--- src/common/lc3b_types.sv ---
package lc3b_types;

localparam int l2_ways = 4;
localparam int l2_sets = 16;
localparam int l2_line_bytes = 16;

typedef logic [15:0] lc3b_word;
typedef logic [127:0] lc3b_data;

// address parts.
typedef logic [7:0] lc3b_l2_tag;
typedef logic [3:0] lc3b_l2_index;
typedef logic [2:0] lc3b_offset;

typedef logic [1:0] lc3b_l2_way;
typedef logic [2:0] lc3b_l2_lru;	// tree pseudo-lru bits.

typedef struct packed
{
	logic [l2_ways-1:0] valid_write;
	logic [l2_ways-1:0] dirty_write;
	logic [l2_ways-1:0] tag_write;
	logic [l2_ways-1:0] data_write;
	logic lru_write;
	logic valid_in;
	logic dirty_in;
	lc3b_l2_lru lru_in;
	logic data_sig;			// 1 selects memory line.
	logic pmem_addr_sig;	// 1 selects writeback address.
} l2_ctrl_t;

typedef struct packed
{
	logic hit;
	lc3b_l2_way hit_way;
	lc3b_l2_lru lru_out;
	logic dirty_out;		// dirty bit of the victim.
	lc3b_l2_way victim_way;
} l2_status_t;

endpackage

--- src/l2_cache/l2_cache_control.sv ---
`timescale 1ns/1ps

module l2_cache_control import lc3b_types::*;
(
	input logic clk,
	input logic reset,
	input logic mem_read,
	input logic mem_write,
	input l2_status_t status,
	input logic pmem_resp,
	output l2_ctrl_t ctrl,
	output logic mem_resp,
	output logic pmem_read,
	output logic pmem_write
);

typedef enum logic [1:0]
{
	s_check,
	s_writeback,
	s_allocate
} state_t;

state_t state;
state_t next_state;
lc3b_l2_lru lru_next;

// pseudo-lru update, pointing the tree away from the way just used.
always_comb
begin
	lru_next = status.lru_out;
	case (status.hit_way)
		2'd0: lru_next = {status.lru_out[2], 2'b00};
		2'd1: lru_next = {status.lru_out[2], 2'b10};
		2'd2: lru_next = {1'b0, status.lru_out[1], 1'b1};
		2'd3: lru_next = {1'b1, status.lru_out[1], 1'b1};
		default: lru_next = status.lru_out;
	endcase
end

always_comb
begin
	ctrl = '0;
	ctrl.lru_in = lru_next;
	mem_resp = 1'b0;
	pmem_read = 1'b0;
	pmem_write = 1'b0;
	next_state = state;

	case (state)
		s_check:
		begin
			if ((mem_read || mem_write) && status.hit)
			begin
				mem_resp = 1'b1;
				ctrl.lru_write = 1'b1;
				if (mem_write)
				begin
					ctrl.data_write[status.hit_way] = 1'b1;
					ctrl.dirty_write[status.hit_way] = 1'b1;
					ctrl.dirty_in = 1'b1;
				end
			end
			else if (mem_read || mem_write)
				next_state = status.dirty_out ? s_writeback : s_allocate;
		end

		s_writeback:
		begin
			pmem_write = 1'b1;
			ctrl.pmem_addr_sig = 1'b1;	// victim tag, same index.
			if (pmem_resp)
				next_state = s_allocate;
		end

		s_allocate:
		begin
			pmem_read = 1'b1;
			ctrl.data_sig = 1'b1;
			if (pmem_resp)
			begin
				ctrl.data_write[status.victim_way] = 1'b1;
				ctrl.tag_write[status.victim_way] = 1'b1;
				ctrl.valid_write[status.victim_way] = 1'b1;
				ctrl.dirty_write[status.victim_way] = 1'b1;
				ctrl.valid_in = 1'b1;
				next_state = s_check;	// the retry hits.
			end
		end

		default: next_state = s_check;
	endcase
end

always_ff @(posedge clk)
begin
	if (reset)
		state <= s_check;
	else
		state <= next_state;
end

cpu_strobes_exclusive: assert property (@(posedge clk) disable iff (reset)
	!(mem_read && mem_write))
	else $error("mem_read and mem_write high together");

pmem_strobes_exclusive: assert property (@(posedge clk) disable iff (reset)
	!(pmem_read && pmem_write))
	else $error("pmem_read and pmem_write high together");

endmodule : l2_cache_control

--- config.mk ---
export PLATFORM = sky130hd
export DESIGN_NAME = l2_cache_control
export DESIGN_NICKNAME = d
export VERILOG_FILES = /design/src/common/lc3b_types.sv /design/src/l2_cache/l2_cache_control.sv
export SDC_FILE = /design/constraint.sdc
export NUM_CORES = 1
export LEC_CHECK = 0
export BUFFER_PORTS_ARGS = -buffer_cell sky130_fd_sc_hd__buf_2
export CAP_MARGIN = 20
export CORE_AREA = 2 2 39 41
export CTS_CLUSTER_SIZE = 40
export DETAILED_ROUTE_END_ITERATION = 10
export DIE_AREA = 0 0 41 43
export PLACE_DENSITY_LB_ADDON = 0.25
export REMOVE_ABC_BUFFERS = 1
export SLEW_MARGIN = 25
export SYNTH_ARGS = -nofsm -noshare
export SYNTH_HDL_FRONTEND = slang
export SYNTH_SLANG_ARGS = --single-unit
--- constraint.sdc ---
create_clock -name clk -period 2.3 [get_ports clk]
set_input_delay 0.23 -clock clk [delete_from_list [all_inputs] [get_ports clk]]
set_output_delay 0.23 -clock clk [all_outputs]
set_load 0.02 [all_outputs]
# After elaboration in Yosys (flattened, before gate mapping)
# Cells that the tools add are included.
# classes
div	0
muxes	29
magnitude_cmp	4
mul	0
shifts	0
add_sub_neg	0
n_eq_ne	9
n_reduce_logical	7
bitwise	0
# op_table
operator	n
16-bit 2-to-1 mux	1
4-bit 2-to-1 mux	4
4-bit one-hot mux with 2 select lines	2
1-bit 2-to-1 mux	12
3-bit one-hot mux with 4 select lines	1
2-bit 2-to-1 mux	5
2-bit inequality test (second input constant)	4
2-bit == test (second input constant)	3
2-bit by 3-bit less-than comparator with 1-bit output (second input constant)	2
2-bit one-hot mux with 3 select lines	1
5-bit 2-to-1 mux	1
1-bit demux with 2-bit select	2
2-bit by 1-bit == test with 1-bit output (second input constant)	2
2-bit by 1-bit >= comparator with 1-bit output (second input constant)	2
2-bit zero test	2
4-bit AND reduction	1
1-bit logical AND	3
1-bit logical OR	1
# word_totals
out_inout_bits	27
rom_bits	0
latch_bits	0
memories	0
word_cells	50
ff_bits	2
in_bits	14
ramBits	0

# Logic depth before layout (Yosys ltp)
# depth
depth_word	7
depth_mapped	4
mapped_depth_nobuf	3

# Worst setup path after synthesis
# Ideal clock, no wire load.
# synth_path
kind	reg2out
from	reg state[0]
to	out ctrl[19] (netlist bit)
arrival_ns	1.439
n_path_buf	1
setup_slack_ns	0.631
t_required_ns	2.070
path_stages_with_launch	5
cell_sequence	dfxtp_1 > and2b_1 > nand3_2 > o22ai_1 > buf_4
# synth_rtl
element	line	rtl
start, declared	l2_cache_control.sv:24	state_t state;
start signal, assigned	l2_cache_control.sv:98	state <= s_check;
start signal, assigned	l2_cache_control.sv:100	state <= next_state;
end, declared	l2_cache_control.sv:11	output l2_ctrl_t ctrl,

==> impl_metrics.toml <==
[run_status]
status = "complete, no violations"

[power]
leakagePower_nw = 0.340
internal_power_mw = 0.127
power_frac_seq_pct = 19.2
p_total_mw = 0.207
p_clk_share_pct = 37.4
p_sw_mw = 0.0797
ir_drop_mv = 0.241
p_sw_share_pct = 38.5
power_frac_comb_pct = 43.4
power_density_nw_per_um2 = 434

[grt]
grt_pass1_wl_um = 1100
grt-ovfl-total = 0
grt_use_total_pct = 9.21
grt_pass1_vias = 321
grt_max_degree = 7
antenna_found_initial = 0

[cells_and_area]
nFillCells = 160
top_regs = "state (2)"
final_cell_mix = "buf_2 (39), inv_1 (7), nor2_1 (6)"
drive_gt1_share_pct = 57.0
layout_commonest_cell = "buf_2"
n_antenna_cell = 0
fin_nets = 95
areaGrowthSynthToFinish_pct = 46.5
largest_reg_flops = 2
largest_register = "state"
utilization_pct = 34.4

[clock_network]
post_cts_buffers = 0
cts_hold_buf = 0
clkLatencyLatePin_ns = 0.22
numCtsBuffers = 3
cts.sinks = 2
clkSlewWorstSetupHoldPaths_ns = 0.03
clockRootBuffer = "clkbuf_4"
cts_resized = 0
htree_levels = 1
cts_tree = "done"
clock_path_buffers = 2

[synthesis]
synthSimpleGateAreaFrac_pct = 33.8
synth_top_family_by_area = "buffers and inverters"
synth-compound-area-share_pct = 16.2
ys_ff_latch = 2
postSynthCellCount = 49
netlist_area_um2 = 325
synth_fa_ha_area_share_pct = 0
synth_xor_area_share_pct = 0
yosys_warnings = 0
synth.area.mux_share_pct = 3.08
avgSynthCellArea_um2 = 6.64
ys_seq_area_share_pct = 12.3
ys_types = 19

[routing]
drc = 0
m1WireLength_um = 346
finalWirelength_um = 843
ant_nets = 0
dr_wl_met3_um = 142
viasPerCell = 4.47
drt_iter0_drc = 6
top_layer_used = "met3"
vias = 425
wl_met2_um = 354
firstDrtPassIters = 4
wl_per_cell_um = 8.87

[sta]
rsz0062_at_grt = "no"
hold_violations = 0
slew_violations = 0
slew-limit-headroom_pct = 84.3
tightest_slew_ns = 0.233
skew_ns = 0.000143
setup_tns_ns = 0
finalSetupViolations = 0
max_freq_mhz = 647
finalCritPeriodShare_pct = 67.2
min_period_ns = 1.54
fin_ws_ns = 0.755

[place]
pre_cts_ws_ns = 0.965
detailed_place_hpwl_um = 733
place_congestion = 0.634
io_buffer_count = 39

[hold_path]
worstHoldPathType = "in2reg"

[worst_setup_path]
cp.arrival_ns = 1.31
slowest_stage = "dfxtp_1"
crit_chain = "nand4bb_1, nor2_1, a21o_1, buf_2"
worstSetupEndpointType = "output port"
cpPeakStageDelay_ns = 0.33
path_max_fanout = 5
crit_buf_inv = 1
critPathTopFamily = "simple AND/OR/NAND/NOR gates"
startpoint_type = "register"
path_class = "reg2out"
cp.required_ns = 2.07

[floorplan]
std_cell_rows = 14
die_w_um = 41
start_util_pct = 23.5
core_area_um2 = 1380
die_y_um = 43
io_pins = 41
dieArea_um2 = 1760

[run]
drv_cap = 0
-- cell type report --
cell class	instances	area (µm²)	share of cell area, %
Timing Repair Buffer	39	195	40.9
Tap cell	16	20.0	4.20
Sequential cell	2	40.0	8.40
Multi-Input combinational cell	28	173	36.2
Clock buffer	3	22.5	4.72
Inverter	7	26.3	5.51
-- power by group through the flow --
stage               logic [mW]  clock network (mW)  registers, mW
floorplan               0.0512                   0         0.0396
global placement        0.0905                   0         0.0402
detailed placement      0.0905                   0         0.0401
CTS                     0.0908              0.0831         0.0396
global route            0.0981              0.0844         0.0404
finish                  0.0898              0.0775         0.0397
-- cell usage after synthesis --
master | number | area share, %
nor2_1 | 6 | 6.9
buf_4 | 11 | 25
o22ai_1 | 3 | 5.8
nand2_1 | 5 | 5.8
nand3b_1 | 1 | 2.3
inv_1 | 7 | 8.1
nor3_2 | 2 | 6.2
and2b_1 | 1 | 2.3
mux2i_1 | 1 | 3.1
a21o_1 | 2 | 4.6
nor2b_1 | 1 | 1.9
o41ai_1 | 1 | 2.7
o21ai_0 | 1 | 1.5
dfxtp_1 | 2 | 12
nand4bb_1 | 1 | 3.5
or3_1 | 1 | 1.9
clkbuf_1 | 1 | 1.2
nand3_2 | 1 | 3.1
o21ai_1 | 1 | 1.5
-- final timing paths --
path	startpoint	to	slack, ns	depth (start not counted)
setup reg to reg	state[0]	state[1]	1.36	3
hold / removal	reset	state[1]	0.23	2
hold reg to reg	state[1]	state[0]	0.63	3
setup / recovery	state[1]	ctrl[16]	0.76	4
-- metrics by stage --
| stage | instances | hold WS, ns | cell area, µm² |
|---|---|---|---|
| finish | 95 | 0.233 | 477 |
| global route | 95 | 0.239 | 477 |
| CTS | 95 | 0.220 | 477 |
| detailed placement | 92 | 0.462 | 454 |
| global placement | 92 | 0.457 | 454 |
| floorplan | 37 | 0.324 | 239 |
-- cells by family (layout without fill, tap and decap cells) --
| logic type | Yosys count | after routing |
|---|---|---|
| multiplexers | 1 | 1 |
| AO/OA/AOI/OAI | 8 | 8 |
| flip-flops | 2 | 2 |
| AND/OR/NAND/NOR | 19 | 19 |
| buffers and inverters | 19 | 49 |
-- routing by layer --
| metal | vias up | track usage (%) |
|---|---|---|
| met1 | 175 | 7.96 |
| met3 | 0 | 3.14 |
| met2 | 37 | 16.3 |
| met5 | - | 0 |
| li1 | 213 | - |
| met4 | 0 | 6.00 |
Note: power is estimated with default switching activity, not from simulation.
